==> src/buffer_pkg.sv <==
package buffer_pkg;

	// ------------------------------
	// host pipe word
	// ------------------------------
	localparam int WORD_W = 32;

	typedef logic [WORD_W-1:0] host_word_t;

	// ------------------------------
	// buffer sizing
	// ------------------------------
	localparam int DEFAULT_DEPTH      = 1023;  // full 1024 words not usable on the vendor fifo
	localparam int DEFAULT_BLOCK_SIZE = 128;   // 512 byte block, 4 bytes per word
	localparam int DEFAULT_HEADROOM   = 20;    // slack for count update latency

	// bits needed to hold an occupancy of 0 up to depth
	function automatic int count_w(input int depth);
		int w;
		w = 1;
		while ((1 << w) <= depth) begin
			w = w + 1;
		end
		return w;
	endfunction

endpackage

==> src/port0_mover.sv <==
`timescale 1ns/10ps

module port0_mover #(
	parameter int DEPTH = buffer_pkg::DEFAULT_DEPTH
) (
	input  logic                                  okClk,
	input  logic                                  reset,
	input  logic                                  enable,
	input  logic                                  eng_writes_en,
	input  buffer_pkg::host_word_t                eng_data,
	input  logic                                  eng_valid,
	input  logic                                  in_empty,
	input  buffer_pkg::host_word_t                in_data,
	input  logic                                  in_valid,
	output logic                                  in_pop,
	input  logic [buffer_pkg::count_w(DEPTH)-1:0] out_count,
	output logic                                  out_push,
	output buffer_pkg::host_word_t                out_data
);

	localparam int CW = buffer_pkg::count_w(DEPTH);
	localparam int SW = CW + 1;  // room for count plus in-flight words

	logic [1:0]             in_flight;  // pops not yet returned
	buffer_pkg::host_word_t eng_q;
	logic                   eng_q_valid;
	logic [SW-1:0]          committed;
	logic                   has_room;

	// ------------------------------
	// pop side
	// ------------------------------
	// words already owed to pipe-out that its count has not seen yet
	assign committed = SW'(out_count) + SW'(in_flight) + SW'(eng_q_valid);
	// one more pop must not bring pipe-out up to depth
	assign has_room  = (committed < SW'(DEPTH - 1));

	// host stream only while the engine has not claimed the port
	assign in_pop = enable && !eng_writes_en && !in_empty && has_room;

	always_ff @(posedge okClk) begin
		if (reset) begin
			in_flight <= '0;
		end else begin
			case ({in_pop, in_valid})
				2'b10:   in_flight <= in_flight + 1'b1;
				2'b01:   in_flight <= in_flight - 1'b1;
				default: in_flight <= in_flight;
			endcase
		end
	end

	// ------------------------------
	// engine side
	// ------------------------------
	// one stage of delay lets a host word popped just before the claim go out first
	always_ff @(posedge okClk) begin
		if (reset) begin
			eng_q_valid <= 1'b0;
		end else begin
			eng_q_valid <= eng_writes_en && eng_valid;
		end
	end

	always_ff @(posedge okClk) begin
		if (eng_writes_en && eng_valid) begin
			eng_q <= eng_data;
		end
	end

	// ------------------------------
	// push into pipe-out
	// ------------------------------
	// a host word and an engine word never arrive on the same cycle
	assign out_push = in_valid || eng_q_valid;
	assign out_data = in_valid ? in_data : eng_q;

endmodule

==> config.mk <==
export PLATFORM = sky130hd
export DESIGN_NAME = port0_mover
export DESIGN_NICKNAME = d
export VERILOG_FILES = /design/src/buffer_pkg.sv /design/src/port0_mover.sv
export SDC_FILE = /design/constraint.sdc
export NUM_CORES = 1
export LEC_CHECK = 0
export BUFFER_PORTS_ARGS = -buffer_cell sky130_fd_sc_hd__buf_2
export CAP_MARGIN = 20
export CORE_ASPECT_RATIO = 0.9
export CORE_MARGIN = 2
export CORE_UTILIZATION = 41
export CTS_CLUSTER_SIZE = 10
export DETAILED_ROUTE_END_ITERATION = 12
export PLACE_DENSITY = 0.8
export SLEW_MARGIN = 20
export SYNTH_ARGS = -nofsm -noshare
export SYNTH_HDL_FRONTEND = slang
export SYNTH_SLANG_ARGS = --single-unit
export TNS_END_PERCENT = 30
==> constraint.sdc <==
create_clock -name okClk -period 3.8 [get_ports okClk]
set_clock_uncertainty 0.1 [all_clocks]
set_input_delay 0.38 -clock okClk [delete_from_list [all_inputs] [get_ports okClk]]
set_output_delay 0.38 -clock okClk [all_outputs]
set_load 0.02 [all_outputs]
; Word level (Yosys, flattened, before mapping)
; Index checks and enable logic that the tools add are counted.
[totals]
regBits = 35
output_inout_bits = 34
[op_classes]
add_sub_neg = 4
n_lt_le_gt_ge = 1
eq_ne = 2
muxes = 2
n_reduce_logical = 8
[ops]
columns = cell, count
row1 = two-way mux 32 bit, 1
row2 = adder 10 x 2 -> 11 bit, 1
row3 = adder 11 x 1 -> 11 bit, 1
row4 = "less-than comparator 11 x 10 -> 1 bit, second input constant", 1
row5 = logical AND 1 bit, 4
row6 = one-hot mux 2 bit (2 select lines), 1
row7 = "adder 2 x 1 -> 2 bit, second input constant", 1
row8 = "equality test 2 x 1 -> 1 bit, second input constant", 1
row9 = "equality test 2 bit, second input constant", 1
row10 = zero test 1 bit, 2
row11 = nonzero test 2 bit, 1
row12 = "subtractor 2 x 1 -> 2 bit, second input constant", 1
row13 = logical OR 1 bit, 1

; Longest topological paths before layout
[logic_depth]
depth_word = 6
depth_mapped = 11

; Worst setup path before layout
; Ideal clock, no wire load.
[synth_path]
path_type = input-to-reg
start = input port out_count[0] (netlist name)
end = register in_flight[1]
setup_time_ps = 70
arrival_ps = 2610
required_time_ps = 3630
slack_ps = 1020
stages = 10
cell_sequence = ha_1 > a21oi_2 > fa_1 > and2b_1 > o2111a_1 > a211oi_2 > o21ai_0 > ha_1 > or3_1 > a21oi_1
[synth_between]
elab_chain_cells = 6
word_cells_on_any_way = 8
[synth_lines]
columns = element, line
row1 = "start, declared", port0_mover.sv:16  ; input logic [buffer_pkg::count_w(DEPTH)-1:0] out_count,
row2 = adder 10 x 2 -> 11 bit (*), port0_mover.sv:34  ; assign committed = SW'(out_count) + SW'(in_flight) + SW'(eng_q_valid);
row3 = adder 11 x 1 -> 11 bit (*), port0_mover.sv:34
row4 = less-than comparator 11 x 10 -> 1 bit (*), port0_mover.sv:36  ; assign has_room = (committed < SW'(DEPTH - 1));
row5 = logical AND 1 bit (*), port0_mover.sv:39  ; assign in_pop = enable && !eng_writes_en && !in_empty && has_room;
row6 = equality test 2 x 1 -> 1 bit or equality test 2 bit (tied branches), port0_mover.sv:45  ; case ({in_pop, in_valid})
row7 = one-hot mux 2 bit (2 select lines) or nonzero test 2 bit (tied branches), --
row8 = "end signal, assigned", port0_mover.sv:46  ; 2'b10: in_flight <= in_flight + 1'b1;
row9 = "end signal, assigned", port0_mover.sv:47  ; 2'b01: in_flight <= in_flight - 1'b1;
row10 = "end signal, assigned", port0_mover.sv:48  ; default: in_flight <= in_flight;
row11 = "end, declared", port0_mover.sv:24  ; logic [1:0] in_flight;
; Every way passes the cells marked *; elsewhere a longest branch is shown, timed or not.
; A chain may end at the register's enable or synchronous reset.

; Worst setup path in the final report
[layout_path]
start = register in_flight[0]
end = register in_flight[1]
[layout_between]
elab_chain_cells = 6
word_cells_on_any_way = 10
[layout_lines]
columns = element, line
row1 = adder 10 x 2 -> 11 bit, port0_mover.sv:34
row2 = adder 11 x 1 -> 11 bit, port0_mover.sv:34
row3 = less-than comparator 11 x 10 -> 1 bit, port0_mover.sv:36
row4 = logical AND 1 bit, port0_mover.sv:39
row5 = equality test 2 x 1 -> 1 bit or equality test 2 bit (tied branches), port0_mover.sv:45
row6 = one-hot mux 2 bit (2 select lines) or nonzero test 2 bit (tied branches), --
; Several ways; a longest one is shown, not always the timed one.

==> flow_summary.html <==
<table>
<tr><th>Metric</th><th>Value</th></tr>
<tr><th colspan="2">Status</th></tr>
<tr><td>Result of the run</td><td>finished clean</td></tr>
<tr><th colspan="2">Global route</th></tr>
<tr><td>Wire length of the first global-routing pass</td><td>5540 microns</td></tr>
<tr><td>Total global routing track utilization</td><td>0.159</td></tr>
<tr><td>Pin count of the biggest net entering global routing</td><td>35</td></tr>
<tr><td>Vias in the first global route</td><td>1338</td></tr>
<tr><td>Total overflow reported by the global router</td><td>0</td></tr>
<tr><td>Initial antenna violation count</td><td>0</td></tr>
<tr><th colspan="2">Placed design</th></tr>
<tr><td>IO buf count</td><td>114</td></tr>
<tr><td>Final HPWL from detailed placement</td><td>2770 microns</td></tr>
<tr><td>Routability congestion estimate from global placement</td><td>0.713</td></tr>
<tr><td>Area of placed instances</td><td>0.00226 sq mm</td></tr>
<tr><td>Worst slack at placement</td><td>0.688 ns</td></tr>
<tr><th colspan="2">Die</th></tr>
<tr><td>Rows</td><td>21</td></tr>
<tr><td>I/O Pins</td><td>115</td></tr>
<tr><td>Die outline area</td><td>0.00455 sq mm</td></tr>
<tr><td>Core area</td><td>0.00378 sq mm</td></tr>
<tr><td>Die Y-Extent</td><td>64.2 microns</td></tr>
<tr><td>Chip Width</td><td>70.9 microns</td></tr>
<tr><td>Initial Utilization</td><td>0.436</td></tr>
<tr><th colspan="2">Detailed routing</th></tr>
<tr><td>Post-DRT Antenna Nets</td><td>0</td></tr>
<tr><td>Wire length per cell after detailed routing</td><td>13.1 microns</td></tr>
<tr><td>Iteration-0 DRC count of the detailed router</td><td>62</td></tr>
<tr><td>Remaining routing DRC violations</td><td>0</td></tr>
<tr><td>DRT Pass-1 Iters</td><td>5</td></tr>
<tr><td>Overall via count from detail_route</td><td>1237</td></tr>
<tr><td>Total wirelength of the detailed-routed design</td><td>3480 microns</td></tr>
<tr><td>Post-detailed-route via-to-cell ratio</td><td>4.65</td></tr>
<tr><th colspan="2">Layout</th></tr>
<tr><td>Inserted Diodes</td><td>0</td></tr>
<tr><td>Post-layout nets</td><td>305</td></tr>
<tr><td>Commonest non-fill, non-tap cells in the layout</td><td>sky130_fd_sc_hd__buf_2, sky130_fd_sc_hd__mux2_2, sky130_fd_sc_hd__edfxtp_1</td></tr>
<tr><td>Area used by sequential logic in the layout</td><td>0.00102 sq mm</td></tr>
<tr><td>Layout area overhead</td><td>41.7%</td></tr>
<tr><td>Filler cell count</td><td>320</td></tr>
<tr><td>Total non-filler cell area in the finished layout</td><td>0.00234 sq mm</td></tr>
<tr><td>Commonest non-fill, non-tap cell in the layout</td><td>sky130_fd_sc_hd__buf_2</td></tr>
<tr><td>Area of combinational cells with multiple inputs</td><td>588 sq um</td></tr>
<tr><td>Layout cell share with drive strength beyond 1</td><td>0.714</td></tr>
<tr><th colspan="2">Power</th></tr>
<tr><td>Net switching share of the total power</td><td>0.252</td></tr>
<tr><td>Largest voltage drop on the vdd net</td><td>0.000217 V</td></tr>
<tr><td>Total power divided by cell area</td><td>381 mW/mm^2</td></tr>
<tr><td>Share of total power in combinational logic</td><td>0.217</td></tr>
<tr><td>Lkg Pwr</td><td>1.04 nW</td></tr>
<tr><td>Proportion of power drawn by flip-flops and latches</td><td>0.515</td></tr>
<tr><td>Cell Int Power</td><td>0.000667 W</td></tr>
<tr><td>Switching power of the nets</td><td>0.000224 W</td></tr>
<tr><td>Clk pwr share</td><td>0.268</td></tr>
<tr><th colspan="2">Clock tree</th></tr>
<tr><td>Number of buffers added by the clock tree synthesis step</td><td>5</td></tr>
<tr><td>Root buffer selected by CTS</td><td>sky130_fd_sc_hd__clkbuf_8</td></tr>
<tr><td>Hold buffer count at CTS</td><td>0</td></tr>
<tr><td>Number of buffers added for setup after CTS</td><td>0</td></tr>
<tr><td>Clk Latency, worst-skew pair</td><td>0.27 ns</td></tr>
<tr><td>Clock tree from TritonCTS</td><td>built</td></tr>
<tr><td>Clock-pin slew of the registers on the worst-case setup and hold paths</td><td>0.06 ns</td></tr>
<tr><td>Number of H-tree branching levels</td><td>2</td></tr>
<tr><td>Clock Tree Buf Depth</td><td>2</td></tr>
<tr><td>Total of cells resized after clock tree synthesis</td><td>0</td></tr>
<tr><td>Total clock sinks</td><td>35</td></tr>
<tr><th colspan="2">Worst setup path</th></tr>
<tr><td>Cell type of the slowest stage on the worst timing path</td><td>sky130_fd_sc_hd__fa_1</td></tr>
<tr><td>Worst Path Arrival</td><td>3.07 ns</td></tr>
<tr><td>Largest stage delay on the critical path</td><td>0.52 ns</td></tr>
<tr><td>Launching element of the worst setup path</td><td>in_flight[0]</td></tr>
<tr><td>Cell repeated most along the worst path</td><td>sky130_fd_sc_hd__ha_1</td></tr>
<tr><td>Crit path required time</td><td>3.91 ns</td></tr>
<tr><td>Crit Path Max Fanout</td><td>3</td></tr>
<tr><td>Type of element launching the critical path</td><td>register</td></tr>
<tr><td>Worst setup path category</td><td>reg2reg</td></tr>
<tr><td>Chain of cells forming the critical path</td><td>ha_1 &gt; a21oi_2 &gt; fa_1 &gt; and2b_1 &gt; o2111a_1 &gt; a211oi_2 &gt; o21ai_0 &gt; ha_1 &gt; or3_1 &gt; a21oi_1</td></tr>
<tr><td>Kind of capture point of the worst setup path</td><td>register</td></tr>
<tr><td>Startpoint of the most critical register-to-register path</td><td>in_flight[0]</td></tr>
<tr><th colspan="2">Synth</th></tr>
<tr><td>Post-synthesis register bit count</td><td>35</td></tr>
<tr><td>Synthesized area per cell</td><td>16.2 sq um</td></tr>
<tr><td>Synth unique cells</td><td>26</td></tr>
<tr><td>Total standard cell area after synthesis</td><td>0.00165 sq mm</td></tr>
<tr><td>Count of yosys warnings during synthesis</td><td>0</td></tr>
<tr><td>Proportion of synthesized chip area in sequential cells</td><td>0.619</td></tr>
<tr><td>Cells after synthesis</td><td>102</td></tr>
<tr><td>Number of nets produced by synthesis</td><td>187</td></tr>
<tr><th colspan="2">Timing</th></tr>
<tr><td>Slew Viols, Final</td><td>0</td></tr>
<tr><td>WHS</td><td>0.173 ns</td></tr>
<tr><td>Worst setup margin</td><td>0.836 ns</td></tr>
<tr><td>Setup TNS</td><td>0 ns</td></tr>
<tr><td>Final critical delay including setup and external delays</td><td>2.96 ns</td></tr>
<tr><td>Unrepaired setup endpoints after global routing</td><td>no</td></tr>
<tr><td>Total setup violations reported at the end of the flow</td><td>0</td></tr>
<tr><td>Tightest Pin Transition</td><td>0.729 ns</td></tr>
<tr><td>Final period utilization</td><td>0.780</td></tr>
<tr><td>Worst slew margin relative to its limit</td><td>0.514</td></tr>
<tr><td>Number of failing hold endpoints at the final stage</td><td>0</td></tr>
<tr><td>Highest clock frequency the design can meet</td><td>337 MHz</td></tr>
<tr><th colspan="2">Min path</th></tr>
<tr><td>Startpoint of the most critical hold path</td><td>eng_data[26]</td></tr>
<tr><td>Path type of the worst min-delay path</td><td>in2reg</td></tr>
<tr><th colspan="2">Job</th></tr>
<tr><td>Count of maximum capacitance violations</td><td>0</td></tr>
</table>
## layer usage
layer / global-route usage / vias up / wire length, microns
met5: 0 / - / 0
met4: 0.0684 / 0 / 19
met3: 0.0521 / 2 / 244
met2: 0.299 / 56 / 1900
met1: 0.159 / 559 / 1320
li1: - / 620 / -
## state kept, by name (all words and copies together) (netlist names)
name / cells
eng_q: 32
eng_q_valid: 1
in_flight: 2
## cell usage after synthesis
cell type / instances / area (sq um)
sky130_fd_sc_hd__edfxtp_1: 32 / 961
sky130_fd_sc_hd__mux2_2: 32 / 360
sky130_fd_sc_hd__inv_1: 4 / 15.0
sky130_fd_sc_hd__dfxtp_1: 3 / 60.1
sky130_fd_sc_hd__ha_1: 3 / 37.5
sky130_fd_sc_hd__o21ai_0: 3 / 15.0
sky130_fd_sc_hd__buf_2: 2 / 10.0
sky130_fd_sc_hd__buf_4: 2 / 15.0
sky130_fd_sc_hd__nor2b_1: 2 / 12.5
sky130_fd_sc_hd__nor3b_1: 2 / 15.0
sky130_fd_sc_hd__xnor2_1: 2 / 17.5
sky130_fd_sc_hd__a211oi_2: 1 / 12.5
sky130_fd_sc_hd__a21oi_1: 1 / 5.00
sky130_fd_sc_hd__a21oi_2: 1 / 8.76
sky130_fd_sc_hd__and2_1: 1 / 6.26
sky130_fd_sc_hd__and2b_1: 1 / 7.51
sky130_fd_sc_hd__and4_1: 1 / 8.76
sky130_fd_sc_hd__and4bb_2: 1 / 12.5
sky130_fd_sc_hd__fa_1: 1 / 20.0
sky130_fd_sc_hd__nand3_1: 1 / 5.00
sky130_fd_sc_hd__nor2_1: 1 / 3.75
sky130_fd_sc_hd__o2111a_1: 1 / 11.3
sky130_fd_sc_hd__o21a_1: 1 / 7.51
sky130_fd_sc_hd__or2_2: 1 / 6.26
sky130_fd_sc_hd__or3_1: 1 / 6.26
sky130_fd_sc_hd__xor2_1: 1 / 8.76
## final timing paths
check                           slack (ns)            to  depth (start not counted)
worst min register to register        0.43  in_flight[1]                          2
worst max-delay path                  0.84  in_flight[1]                         10
worst min-delay path                  0.17     eng_q[26]                          1
worst max register to register        0.84  in_flight[1]                         10
## critical path, delay by kind of cell (launching register included)
family          cells  cell delay, ns
fa+ha+maj           3            1.15
compound gates      5            0.75
simple gates        2            0.56
flops               1            0.34
## power groups by stage
| stage | logic [W] | registers, W | clock network (W) |
|---|---|---|---|
| 2_1_floorplan | 0.000119 | 0.000464 | 0 |
| 3_3_place_gp | 0.000188 | 0.000467 | 0 |
| 3_5_place_dp | 0.000194 | 0.000468 | 0 |
| 4_1_cts | 0.000195 | 0.000460 | 0.000248 |
| 5_1_grt | 0.000210 | 0.000463 | 0.000264 |
| 6_report | 0.000193 | 0.000459 | 0.000239 |
## stage by stage
stage / instances / total power (W) / util
after floorplan: 102 / 0.000583 / -
after global placement: 259 / 0.000655 / 0.597
after detailed placement: 259 / 0.000662 / 0.597
after CTS: 266 / 0.000903 / 0.618
after global routing: 266 / 0.000937 / 0.618
final: 266 / 0.000891 / 0.618
## area by class of cell
| class | count | area share |
|---|---|---|
| sequential | 35 | 0.437 |
| multi-input combinational | 59 | 0.252 |
| timing repair buffer | 115 | 0.247 |
| clock buffer | 5 | 0.0294 |
| tap | 46 | 0.0246 |
| inverter | 4 | 0.00642 |
| clock inverter | 2 | 0.00375 |
## cells by family (layout without fill, tap and decap cells)
| family | after synthesis | after routing | synth area share |
|---|---|---|---|
| flops | 35 | 35 | 0.619 |
| mux | 32 | 32 | 0.219 |
| simple gates | 12 | 12 | 0.0508 |
| compound gates | 8 | 8 | 0.0364 |
| buf+inv | 8 | 126 | 0.0243 |
| fa+ha+maj | 4 | 4 | 0.0349 |
| xor+xnor | 3 | 3 | 0.0159 |
(Power assumes the default switching activity.)
